===== src/include/armExec_config.svh =====
`ifndef ARM_EXEC_CONFIG_SVH
`define ARM_EXEC_CONFIG_SVH

// Datapath sizing
`define ARM_DATA_W 32  // Register and operand width
`define ARM_REG_W 4    // Register index width

// Testbench sizing
`define ARM_TB_NUM_CMDS 2000        // Random commands per run
`define ARM_TB_CLK_PERIOD 8         // Clock period in ns
`define ARM_TB_RESET_CYCLES 2       // Reset held this many cycles
`define ARM_TB_SEED 32'h02fa_1a63   // $random seed
`define ARM_TB_LATENCY 2            // Command to result cycles

`endif


===== src/verilog/armExecPkg.sv =====
`include "armExec_config.svh"

package armExecPkg;

  typedef enum logic [1:0] {
    shNone     = 2'd0,  // Rm passes straight through
    shRType    = 2'd1,  // Immediate amount in shiftSrc[11:7]
    shRsrType  = 2'd2,  // Amount from low byte of Rs
    shMemShift = 2'd3   // Load/store address offset shift
  } shiftKind_e;

  // Data-processing opcodes in instruction encoding order
  typedef enum logic [3:0] {
    opAnd, opEor, opSub, opRsb, opAdd, opAdc, opSbc, opRsc,
    opTst, opTeq, opCmp, opCmn, opOrr, opMov, opBic, opMvn
  } aluOp_e;

  typedef struct packed {
    logic n;
    logic z;
    logic c;
    logic v;
  } flags_t;

  typedef struct packed {
    aluOp_e                  aluOp;
    shiftKind_e              shiftKind;
    logic [1:0]              shiftOp;     // RSR shift type
    logic                    zeroRotate;
    logic                    setFlags;
    logic [`ARM_REG_W-1:0]   destReg;
    logic [`ARM_DATA_W-1:0]  rn;
    logic [`ARM_DATA_W-1:0]  shiftSrc;    // Immediate bits or Rs value
    logic [`ARM_DATA_W-1:0]  rm;
  } exCmd_t;

  typedef struct packed {
    logic [`ARM_DATA_W-1:0]  result;
    logic [`ARM_REG_W-1:0]   destReg;
    logic                    writeEn;
    flags_t                  flags;
  } exResult_t;

endpackage


===== src/verilog/shifter.sv =====
`timescale 1ns/1ps
`include "armExec_config.svh"

module shifter (
  input  logic [`ARM_DATA_W-1:0]  shiftSrc,
  input  logic [`ARM_DATA_W-1:0]  rm,
  input  armExecPkg::shiftKind_e  shiftKind,
  input  logic [1:0]              shiftOp,
  input  logic                    zeroRotate,
  input  logic                    prevC,
  output logic [`ARM_DATA_W-1:0]  shiftOut,
  output logic                    shiftCarry
);

  localparam int Msb = `ARM_DATA_W - 1;

  logic [4:0]               immAmt;   // R-type and memory shift amount
  logic [1:0]               immType;
  logic [7:0]               regAmt;   // Low byte of Rs
  logic [`ARM_DATA_W-1:0]   signFill;
  logic [`ARM_DATA_W-1:0]   rrxVal;

  // Left shifts carry an extra MSB and right shifts an extra LSB
  // so the last bit shifted out lands in a fixed position
  logic [`ARM_DATA_W:0]     lslImm;
  logic [`ARM_DATA_W:0]     lsrImm;
  logic [`ARM_DATA_W:0]     asrImm;
  logic [2*`ARM_DATA_W-1:0] rorImm;
  logic [`ARM_DATA_W:0]     lslReg;
  logic [`ARM_DATA_W:0]     lsrReg;
  logic [`ARM_DATA_W:0]     asrReg;
  logic [2*`ARM_DATA_W-1:0] rorReg;

  assign immAmt   = shiftSrc[11:7];
  assign immType  = shiftSrc[6:5];
  assign regAmt   = shiftSrc[7:0];
  assign signFill = {`ARM_DATA_W{rm[Msb]}};
  assign rrxVal   = {prevC, rm[Msb:1]};  // Old carry rotates in at the top

  assign lslImm = {1'b0, rm} << immAmt;
  assign lsrImm = {rm, 1'b0} >> immAmt;  // Zero fill, no multiply carry
  assign asrImm = $signed({rm, 1'b0}) >>> immAmt;
  assign rorImm = {rm, rm} >> immAmt;

  assign lslReg = {1'b0, rm} << regAmt[4:0];  // Only used below 32
  assign lsrReg = {rm, 1'b0} >> regAmt[4:0];
  assign asrReg = $signed({rm, 1'b0}) >>> regAmt[4:0];
  assign rorReg = {rm, rm} >> regAmt[4:0];

  always_comb begin
    shiftOut   = rm;
    shiftCarry = rm[Msb];
    case (shiftKind)
      armExecPkg::shRType: begin
        case (immType)
          2'b00: begin  // LSL, zero amount keeps old carry
            shiftOut   = lslImm[Msb:0];
            shiftCarry = (immAmt == 5'd0) ? prevC : lslImm[`ARM_DATA_W];
          end
          2'b01: begin  // LSR, zero amount means 32
            if (immAmt == 5'd0) begin
              shiftOut   = '0;
              shiftCarry = rm[Msb];
            end else begin
              shiftOut   = lsrImm[`ARM_DATA_W:1];
              shiftCarry = lsrImm[0];
            end
          end
          2'b10: begin  // ASR, zero amount means 32
            if (immAmt == 5'd0) begin
              shiftOut   = signFill;
              shiftCarry = rm[Msb];
            end else begin
              shiftOut   = asrImm[`ARM_DATA_W:1];
              shiftCarry = asrImm[0];
            end
          end
          default: begin
            if (immAmt == 5'd0) begin  // RRX
              shiftOut   = rrxVal;
              shiftCarry = rm[0];
            end else begin  // ROR
              shiftOut   = rorImm[Msb:0];
              shiftCarry = rorImm[Msb];
            end
          end
        endcase
      end

      armExecPkg::shRsrType: begin
        if (regAmt == 8'd0) begin  // No shift for any type
          shiftOut   = rm;
          shiftCarry = prevC;
        end else begin
          case (shiftOp)
            2'b00: begin  // LSL
              if (regAmt < `ARM_DATA_W) begin
                shiftOut   = lslReg[Msb:0];
                shiftCarry = lslReg[`ARM_DATA_W];
              end else begin
                shiftOut   = '0;
                shiftCarry = (regAmt == `ARM_DATA_W) ? rm[0] : 1'b0;
              end
            end
            2'b01: begin  // LSR
              if (regAmt < `ARM_DATA_W) begin
                shiftOut   = lsrReg[`ARM_DATA_W:1];
                shiftCarry = lsrReg[0];
              end else begin
                shiftOut   = '0;
                shiftCarry = (regAmt == `ARM_DATA_W) ? rm[Msb] : 1'b0;
              end
            end
            2'b10: begin  // ASR saturates to sign
              if (regAmt < `ARM_DATA_W) begin
                shiftOut   = asrReg[`ARM_DATA_W:1];
                shiftCarry = asrReg[0];
              end else begin
                shiftOut   = signFill;
                shiftCarry = rm[Msb];
              end
            end
            default: begin
              // ROR by a multiple of 32 leaves Rm in place
              if (regAmt[4:0] == 5'd0) begin
                shiftOut   = rm;
                shiftCarry = rm[Msb];
              end else begin
                shiftOut   = rorReg[Msb:0];
                shiftCarry = rorReg[Msb];
              end
            end
          endcase
        end
      end

      armExecPkg::shMemShift: begin
        shiftCarry = 1'b0;  // Address shifts never produce a carry
        case (immType)
          2'b00:   shiftOut = lslImm[Msb:0];
          2'b01:   shiftOut = lsrImm[`ARM_DATA_W:1];
          2'b10:   shiftOut = asrImm[`ARM_DATA_W:1];
          default: shiftOut = (immAmt == 5'd0) ? rrxVal : rorImm[Msb:0];
        endcase
      end

      default: begin  // Pass-through
        shiftOut   = rm;
        shiftCarry = zeroRotate ? prevC : rm[Msb];
      end
    endcase
  end

endmodule


===== src/verilog/aluUnit.sv =====
`timescale 1ns/1ps
`include "armExec_config.svh"

module aluUnit (
  input  armExecPkg::aluOp_e      aluOp,
  input  logic [`ARM_DATA_W-1:0]  rn,
  input  logic [`ARM_DATA_W-1:0]  shifted,
  input  logic                    shiftCarry,
  input  logic                    setFlags,
  input  logic [`ARM_REG_W-1:0]   destReg,
  input  armExecPkg::flags_t      curFlags,
  output armExecPkg::exResult_t   aluResult
);

  localparam int Msb = `ARM_DATA_W - 1;

  logic [`ARM_DATA_W-1:0] addA;
  logic [`ARM_DATA_W-1:0] addB;
  logic                   addCin;
  logic [`ARM_DATA_W:0]   sum;      // Bit 32 is the adder carry
  logic                   overflow;
  logic                   isArith;
  logic                   isTest;
  logic [`ARM_DATA_W-1:0] logicVal;
  logic [`ARM_DATA_W-1:0] value;
  armExecPkg::flags_t     calcFlags;

  // Subtraction is A + ~B + 1, with the old carry as the borrow-in
  always_comb begin
    addA     = rn;
    addB     = shifted;
    addCin   = 1'b0;
    isArith  = 1'b1;
    logicVal = '0;
    case (aluOp)
      armExecPkg::opAnd, armExecPkg::opTst: begin
        isArith  = 1'b0;
        logicVal = rn & shifted;
      end
      armExecPkg::opEor, armExecPkg::opTeq: begin
        isArith  = 1'b0;
        logicVal = rn ^ shifted;
      end
      armExecPkg::opSub, armExecPkg::opCmp: begin
        addB   = ~shifted;
        addCin = 1'b1;
      end
      armExecPkg::opRsb: begin
        addA   = shifted;
        addB   = ~rn;
        addCin = 1'b1;
      end
      armExecPkg::opAdc: addCin = curFlags.c;
      armExecPkg::opSbc: begin
        addB   = ~shifted;
        addCin = curFlags.c;
      end
      armExecPkg::opRsc: begin
        addA   = shifted;
        addB   = ~rn;
        addCin = curFlags.c;
      end
      armExecPkg::opOrr: begin
        isArith  = 1'b0;
        logicVal = rn | shifted;
      end
      armExecPkg::opMov: begin
        isArith  = 1'b0;
        logicVal = shifted;
      end
      armExecPkg::opBic: begin
        isArith  = 1'b0;
        logicVal = rn & ~shifted;
      end
      armExecPkg::opMvn: begin
        isArith  = 1'b0;
        logicVal = ~shifted;
      end
      default: ;  // ADD and CMN use the defaults
    endcase
  end

  assign sum      = {1'b0, addA} + {1'b0, addB} + {{`ARM_DATA_W{1'b0}}, addCin};
  assign overflow = (addA[Msb] == addB[Msb]) && (sum[Msb] != addA[Msb]);
  assign value    = isArith ? sum[Msb:0] : logicVal;

  assign isTest = (aluOp == armExecPkg::opTst) || (aluOp == armExecPkg::opTeq) ||
                  (aluOp == armExecPkg::opCmp) || (aluOp == armExecPkg::opCmn);

  assign calcFlags.n = value[Msb];
  assign calcFlags.z = (value == '0);
  assign calcFlags.c = isArith ? sum[`ARM_DATA_W] : shiftCarry;
  assign calcFlags.v = isArith ? overflow : curFlags.v;  // Logical ops keep V

  assign aluResult.result  = value;
  assign aluResult.destReg = destReg;
  assign aluResult.writeEn = ~isTest;
  assign aluResult.flags   = setFlags ? calcFlags : curFlags;

endmodule


===== src/verilog/flagUnit.sv =====
`timescale 1ns/1ps

module flagUnit (
  input  logic                clk,
  input  logic                isLDRSTR_shift,
  input  logic                update,
  input  armExecPkg::flags_t  newFlags,
  output armExecPkg::flags_t  flags,
  output logic                prevC
);

  // NZCV state, visible to the next command one edge after an update
  always_ff @(posedge clk) begin
    if (isLDRSTR_shift) begin
      flags <= '0;
    end else if (update) begin
      flags <= newFlags;  // ALU already folded in setFlags
    end
  end

  assign prevC = flags.c;  // Carry for shifter and ADC/SBC/RSC

endmodule


===== src/verilog/pipeStage.sv =====
`timescale 1ns/1ps

module pipeStage #(
  parameter type payload_t = logic
) (
  input  logic      clk,
  input  logic      isLDRSTR_shift,
  input  logic      inValid,
  input  payload_t  inData,
  output logic      outValid,
  output payload_t  outData
);

  always_ff @(posedge clk) begin
    if (isLDRSTR_shift) begin
      outValid <= 1'b0;
    end else begin
      outValid <= inValid;
    end
  end

  always_ff @(posedge clk) begin
    if (inValid) begin
      outData <= inData;  // Holds last payload while idle
    end
  end

endmodule


===== src/verilog/executeStage.sv =====
`timescale 1ns/1ps
`include "armExec_config.svh"

module executeStage (
  input  logic                   clk,
  input  logic                   isLDRSTR_shift,
  input  logic                   cmdValid,
  input  armExecPkg::exCmd_t     cmd,
  output logic                   resValid,
  output armExecPkg::exResult_t  res
);

  logic                   exValid;
  armExecPkg::exCmd_t     exCmd;
  logic [`ARM_DATA_W-1:0] shiftOut;
  logic                   shiftCarry;
  armExecPkg::exResult_t  aluResult;
  armExecPkg::flags_t     flags;
  logic                   prevC;

  pipeStage #(.payload_t(armExecPkg::exCmd_t)) i_cmdStage (
    .clk           (clk),
    .isLDRSTR_shift(isLDRSTR_shift),
    .inValid       (cmdValid),
    .inData        (cmd),
    .outValid      (exValid),
    .outData       (exCmd)
  );

  shifter i_shifter (
    .shiftSrc  (exCmd.shiftSrc),
    .rm        (exCmd.rm),
    .shiftKind (exCmd.shiftKind),
    .shiftOp   (exCmd.shiftOp),
    .zeroRotate(exCmd.zeroRotate),
    .prevC     (prevC),
    .shiftOut  (shiftOut),
    .shiftCarry(shiftCarry)
  );

  aluUnit i_alu (
    .aluOp     (exCmd.aluOp),
    .rn        (exCmd.rn),
    .shifted   (shiftOut),
    .shiftCarry(shiftCarry),
    .setFlags  (exCmd.setFlags),
    .destReg   (exCmd.destReg),
    .curFlags  (flags),
    .aluResult (aluResult)
  );

  flagUnit i_flags (
    .clk           (clk),
    .isLDRSTR_shift(isLDRSTR_shift),
    .update        (exValid),  // Same edge as the result register
    .newFlags      (aluResult.flags),
    .flags         (flags),
    .prevC         (prevC)
  );

  pipeStage #(.payload_t(armExecPkg::exResult_t)) i_resStage (
    .clk           (clk),
    .isLDRSTR_shift(isLDRSTR_shift),
    .inValid       (exValid),
    .inData        (aluResult),
    .outValid      (resValid),
    .outData       (res)
  );

endmodule


===== config.mk =====
export PLATFORM = sky130hd
export DESIGN_NAME = executeStage
export DESIGN_NICKNAME = d
export VERILOG_FILES = /design/src/verilog/armExecPkg.sv /design/src/verilog/shifter.sv /design/src/verilog/aluUnit.sv /design/src/verilog/flagUnit.sv /design/src/verilog/pipeStage.sv /design/src/verilog/executeStage.sv
export VERILOG_INCLUDE_DIRS = /design/src /design/src/include
export SDC_FILE = /design/constraint.sdc
export NUM_CORES = 1
export LEC_CHECK = 0
export ABC_AREA = 1
export BUFFER_PORTS_ARGS = -buffer_cell sky130_fd_sc_hd__buf_2
export CAP_MARGIN = 40
export CELL_PAD_IN_SITES_DETAIL_PLACEMENT = 0
export CELL_PAD_IN_SITES_GLOBAL_PLACEMENT = 1
export CORE_UTILIZATION = 30
export CTS_CLUSTER_DIAMETER = 200
export DETAILED_ROUTE_END_ITERATION = 10
export PLACE_DENSITY = 0.58
export SLEW_MARGIN = 20
export SYNTH_ARGS = -nofsm -noshare
export SYNTH_HDL_FRONTEND = slang
export SYNTH_SLANG_ARGS = --single-unit

===== constraint.sdc =====
create_clock -name clk -period 5.8 [get_ports clk]
set_input_delay 1.45 -clock clk [delete_from_list [all_inputs] [get_ports clk]]
set_output_delay 1.45 -clock clk [all_outputs]
set_load 0.005 [all_outputs]

## Yosys cells after proc, flatten, opt, wreduce, memory -nomap -nowiden

Cells that the tools add are included.

| storage, ports and cells | value |
|---|---|
| memories | 0 |
| bits in latches | 0 |
| word-level logic and storage cells | 117 |
| bits in registers | 137 |
| input bits | 113 |
| output and inout port bits | 42 |
| memory bits (writable) | 0 |
| memory bits (read-only) | 0 |

| operators by class | value |
|---|---|
| $mul | 0 |
| equal/unequal tests | 24 |
| add/subtract/negate cells | 2 |
| divide/modulo/power cells | 0 |
| bitwise operators | 7 |
| mux-type cells | 35 |
| shift operators | 8 |
| magnitude comparators | 1 |
| reductions and logical operators | 18 |

Operators with widths:

| kind | count |
|---|---|
| 32-bit one-hot mux with 3 select lines | 4 |
| 32-bit two-way mux | 10 |
| 32-bit one-hot mux with 6 select lines | 1 |
| 64-bit by 5-bit >> shifter with 32-bit output | 2 |
| 32-bit by 5-bit left shift with 33-bit output | 2 |
| 33-bit by 5-bit >> shifter with 33-bit output | 2 |
| 33-bit by 5-bit >>> shifter with 33-bit output | 2 |
| 32-bit bitwise AND | 2 |
| 32-bit NOT | 2 |
| 32-bit one-hot mux with 2 select lines | 1 |
| 32-bit by 32-bit adder with 33-bit output | 1 |
| 33-bit by 1-bit adder with 33-bit output | 1 |
| 4-bit == test (second input constant) | 8 |
| 32-bit logical NOT | 1 |
| 32-bit bitwise OR | 1 |
| 32-bit bitwise XOR | 1 |
| 1-bit two-way mux | 14 |
| 4-bit by 3-bit == test with 1-bit output (second input constant) | 3 |
| 5-bit logical NOT | 2 |
| 1-bit one-hot mux with 3 select lines | 3 |
| 3-bit OR reduction | 3 |
| 2-bit == test (second input constant) | 4 |
| 4-bit by 2-bit == test with 1-bit output (second input constant) | 2 |
| 8-bit by 6-bit == test with 1-bit output (second input constant) | 1 |
| 15 further kinds | 22 |

## Depth between registers and ports, before layout

| depth | value |
|---|---|
| depth in word-level cells | 13 |
| gate-level depth with buffers | 47 |
| gate-level depth less buffers | 45 |

## Hierarchy

A second synthesis with hierarchy kept.

| unflattened totals | value |
|---|---|
| cell total of the unflattened synthesis | 3677 |
| area total of the unflattened synthesis | 21164.0 µm² |

By module, submodules not included:

| module | sequential area each (µm²) | cells an instance | area an instance (µm²) | instances |
|---|---|---|---|---|
| shifter | 0.0 | 2347 | 10686.5 | 1 |
| aluUnit | 0.0 | 1146 | 5703.0 | 1 |
| pipeStage at i_cmdStage | 3323.2 | 113 | 3333.2 | 1 |
| pipeStage at i_resStage | 1251.2 | 44 | 1261.2 | 1 |
| flagUnit | 80.1 | 27 | 180.2 | 1 |

## Worst setup path before layout

OpenSTA, ideal clock, no wires.

| timing | value |
|---|---|
| path kind | flip-flop to flip-flop |
| from | register i_cmdStage.outData[32] (netlist name) |
| to | register, netlist name i_flags.flags[2] |
| slack | 1170 ps |
| buffers on the path | 2 |
| setup time | 111 ps |
| clock period less this slack | 4630 ps |
| stages on the path, launching flop included | 46 |
| data required time | 5689 ps |
| data arrival time | 4519 ps |
| cells stage by stage | edfxtp_1 buf_6 inv_4 buf_2 nand2_1 nand3_1 nand3_1 nand2_1 nand2_1 nand2_1 nand2_1 nand2_1 nand2_1 nand2_1 nand2_1 nand3_1 nand3_1 nand3_1 [... 10 more ...] nand3_1 o211ai_1 nand2_1 nand2_1 nand2_1 nand2_1 inv_1 or2_2 nand3_1 nand2_1 nand3_1 nor2_1 nand2_1 nor2_1 nand3_1 nand3_1 nand2_1 inv_1 |

| on the way | value |
|---|---|
| longest elaborated chain between the ends | 12 |
| elaborated cells on any way between the ends | 27 |
| classes of those cells | add/sub: 2; order compare: 1; shift: 4; mux: 12; bitwise: 5; reduce/logical: 3 |

Ends and longest elaborated chain:

| element | RTL line | text |
|---|---|---|
| start, declared | pipeStage.sv:11 | `output payload_t outData` |
| start signal, assigned | pipeStage.sv:24 | `outData <= inData;` |
| 8-bit by 6-bit less-than comparator with 1-bit output (no source line), or another cell as far along | n/a |  |
| 32-bit two-way mux, on equally long branches | n/a |  |
| 32-bit one-hot mux with 3 select lines | shifter.sv:95 | `case (shiftOp)` |
| 32-bit two-way mux * | shifter.sv:91 | `if (regAmt == 8'd0) begin` |
| 32-bit one-hot mux with 3 select lines * | shifter.sv:53 | `case (shiftKind)` |
| 32-bit NOT | n/a |  |
| 32-bit one-hot mux with 2 select lines | aluUnit.sv:35 | `case (aluOp)` |
| 32-bit by 32-bit adder with 33-bit output | aluUnit.sv:83 | `` assign sum = {1'b0, addA} + {1'b0, addB} + {{`ARM_DATA_W{1'b0}}, addCin}; `` |
| 33-bit by 1-bit adder with 33-bit output | aluUnit.sv:83 |  |
| 32-bit two-way mux * | aluUnit.sv:85 | `assign value = isArith ? sum[Msb:0] : logicVal;` |
| 32-bit logical NOT * | aluUnit.sv:91 | `assign calcFlags.z = (value == '0);` |
| 4-bit two-way mux * | aluUnit.sv:98 | `assign aluResult.flags = setFlags ? calcFlags : curFlags;` |

Every way passes the cells marked *; elsewhere a longest branch is shown, timed or not.
A chain may end at the register's enable or synchronous reset.

==> results.ini <==
[status]
status = completed

[sta]
clock.fmax_ghz = 0.1834
setup_slack_ns = 0.3479
final.setup_skew_ns = 0.02351
hold_viol_final = 0
tightest_slew_ns = 0.8355
period_minus_slack_ns = 5.452
final_max_slew_viol_count = 0
max-slew-margin-rel_pct = 44.24
finalSetupViolCount = 0
fin_crit_sh_pct = 94.00

[critical_path]
crit_family = simple AND/OR/NAND/NOR gates
arrival_ns = 5.71
cp-start-kind = flip-flop
crit_buf_inv = 10
cp_max_fo = 11
cp.required_ns = 6.06
path_class = reg -> reg
crit_path_end_kind = flip-flop
crit_top_cell = nand2_1
cpMaxStageDelayCell = edfxtp_1
crit_path_max_incr_delay_ns = 0.45

[floorplan]
initial_utilization_pct = 30.31
die_h_um = 262.5
die_w_um = 262.5
io_pins = 155
core_area_um2 = 67160
die_area_um2 = 68900
std_cell_rows = 95

[placed_design]
io_buffers = 134
place_area_um2 = 25550
place_congestion = 0.9997
dp_hpwl_mm = 89.12
place_ws_ns = -0.006355

[logic_synthesis]
synth.yosys.seq_area_share_pct = 19.91
ys_top_cells_by_area = nand2_1 22%, nand3_1 20%, edfxtp_1 19%
yosys_most_used_dff = edfxtp_1
netlist_area_um2 = 20360
synth_common_cells = 1,171 x nand2_1, 828 x nand3_1, 245 x o21ai_0
synth_cell_types = 54
synth_top_area_share_pct = 21.59
synth_cells = 3577
yosysWarnings = 0
yosysTopAreaCell = nand2_1
synth-edff-count = 131
ys_seq_elements = 137
syn_nets = 3755
synth.avg_cell_area_um2 = 5.691
synth.most_common_cell = nand2_1
postSynth.asyncResetShare_pct = 0

[cts]
clkLatencyLatePin_ns = 0.50
cts.sinks = 137
cts_root_buffer = clkbuf_16
htree_levels = 4
cts_buffers = 17
clkTransAtPathRegs_ns = 0.08
cts_hold_buf = 0
clockBufferDepth = 2
cts_tree = yes

[layout]
drive_gt1_share_pct = 22.11
area_growth_pct = 31.84
nets = 4254
fin_area_um2 = 26840

[global_route]
grtUsageTotal_pct = 32.03
grt_pass1_vias = 25510
antenna_found_initial = 0
grt_pass1_wl_mm = 164.8
grt_max_degree = 78
overflow = 0

[power]
power.total_mw = 6.526
leakage_nw = 13.28
irDropWorstVdd_v = 0.0002078
pwr_density_cell_nw_per_um2 = 243.2

[drt]
wl_per_cell_um = 22.57
wirelength_mm = 112.0
vias = 27230
drt_iter0_drc = 2903
drc_errors = 0
drt-vias-per-instance = 5.485
antenna_left = 0
dr.pass1.iters = 7

[hold_path]
worst_hold_path_type = reg -> reg

[job]
drv_cap = 0

## layer usage
metal	share of wire, %	up-vias	track usage, %
met3	6.9	194	4.226
li1	-	13240	-
met1	44	12730	43.40
met5	0	-	0
met4	4.4	0	13.00
met2	44	1061	51.16
## power by group
| part | switching, mW | internal (mW) | total [mW] |
|---|---|---|---|
| clock | 0.574 | 0.614 | 1.19 |
| combinational | 2.46 | 1.58 | 4.04 |
| sequential | 0.0827 | 1.22 | 1.30 |
## area by class of cell
type | instances | area (µm²)
timing repair buffer | 692 | 5369
tap | 873 | 1092
clock buffer | 17 | 425.4
multi-input combinational | 2974 | 14750
fill | 7521 | 40320
sequential | 137 | 4055
inverter | 254 | 972.2
clock inverter | 15 | 172.7
antenna | 2 | 5.005
## what timing repair did
action	in CTS	in global routing
pin swaps	0	23
resized for setup	1	128
setup buffers	2	24
endpoints found under the setup margin	2	6
## metrics by stage
step / hold slack, ns / utilization [%] / cells / setup TNS (ns)
floorplan: 0.4003 / - / 3577 / 0
global placement: 0.4014 / 37.97 / 4901 / -0.003922
detailed placement: 0.4061 / 38.04 / 4903 / -0.009476
CTS: 0.4197 / 38.98 / 4937 / 0
global route: 0.4279 / 39.96 / 4962 / -0.001058
finish: 0.4194 / 39.96 / 4964 / 0
## flip-flops by register name, indices dropped and copies added (netlist names)
| name | count |
|---|---|
| i_cmdStage.outData | 90 |
| i_resStage.outData | 41 |
| i_flags.flags | 3 |
| i_cmdStage.outValid | 1 |
| i_flags.prevC | 1 |
| i_resStage.outValid | 1 |
## logic make-up after synthesis
| logic type | after synthesis | synth area share (%) |
|---|---|---|
| and+or+nand+nor | 2299 | 49.63 |
| xor gates and xnor gates | 12 | 0.5163 |
| buffers and inverters | 466 | 9.668 |
| adders and majority gates | 65 | 4.069 |
| AOI/OAI and AO/OA | 597 | 16.15 |
| DFF | 137 | 19.91 |
| muxes | 1 | 0.04917 |
## placed cells by master (no fill, tap or decap), types with 11 or more instances in the layout
cell       instances
o221ai_1          14
a21oi_2           14
and2_1            19
inv_2             21
buf_2            134
a21oi_1          185
nand2_2           46
nand2_1         1140
nand3_2           42
nor2_1           147
buf_12            37
or2_2             11
edfxtp_1         131
nand4_1           43
o211ai_1          25
nand3_1          798
a22oi_1           17
buf_4            513
ha_1              63
o21ai_1           45
clkbuf_16         17
o21ai_0          235
inv_1            225
nor2_2            15
## final timing paths
path                           from                     to  slack (ns)  cells after the start
min          i_cmdStage.outData[99]  i_resStage.outData[8]        0.42                      0
max          i_cmdStage.outData[40]  i_resStage.outData[2]        0.35                     41
min reg2reg  i_cmdStage.outData[99]  i_resStage.outData[8]        0.42                      0
max reg2reg  i_cmdStage.outData[40]  i_resStage.outData[2]        0.35                     41
(Power assumes the default switching activity.)
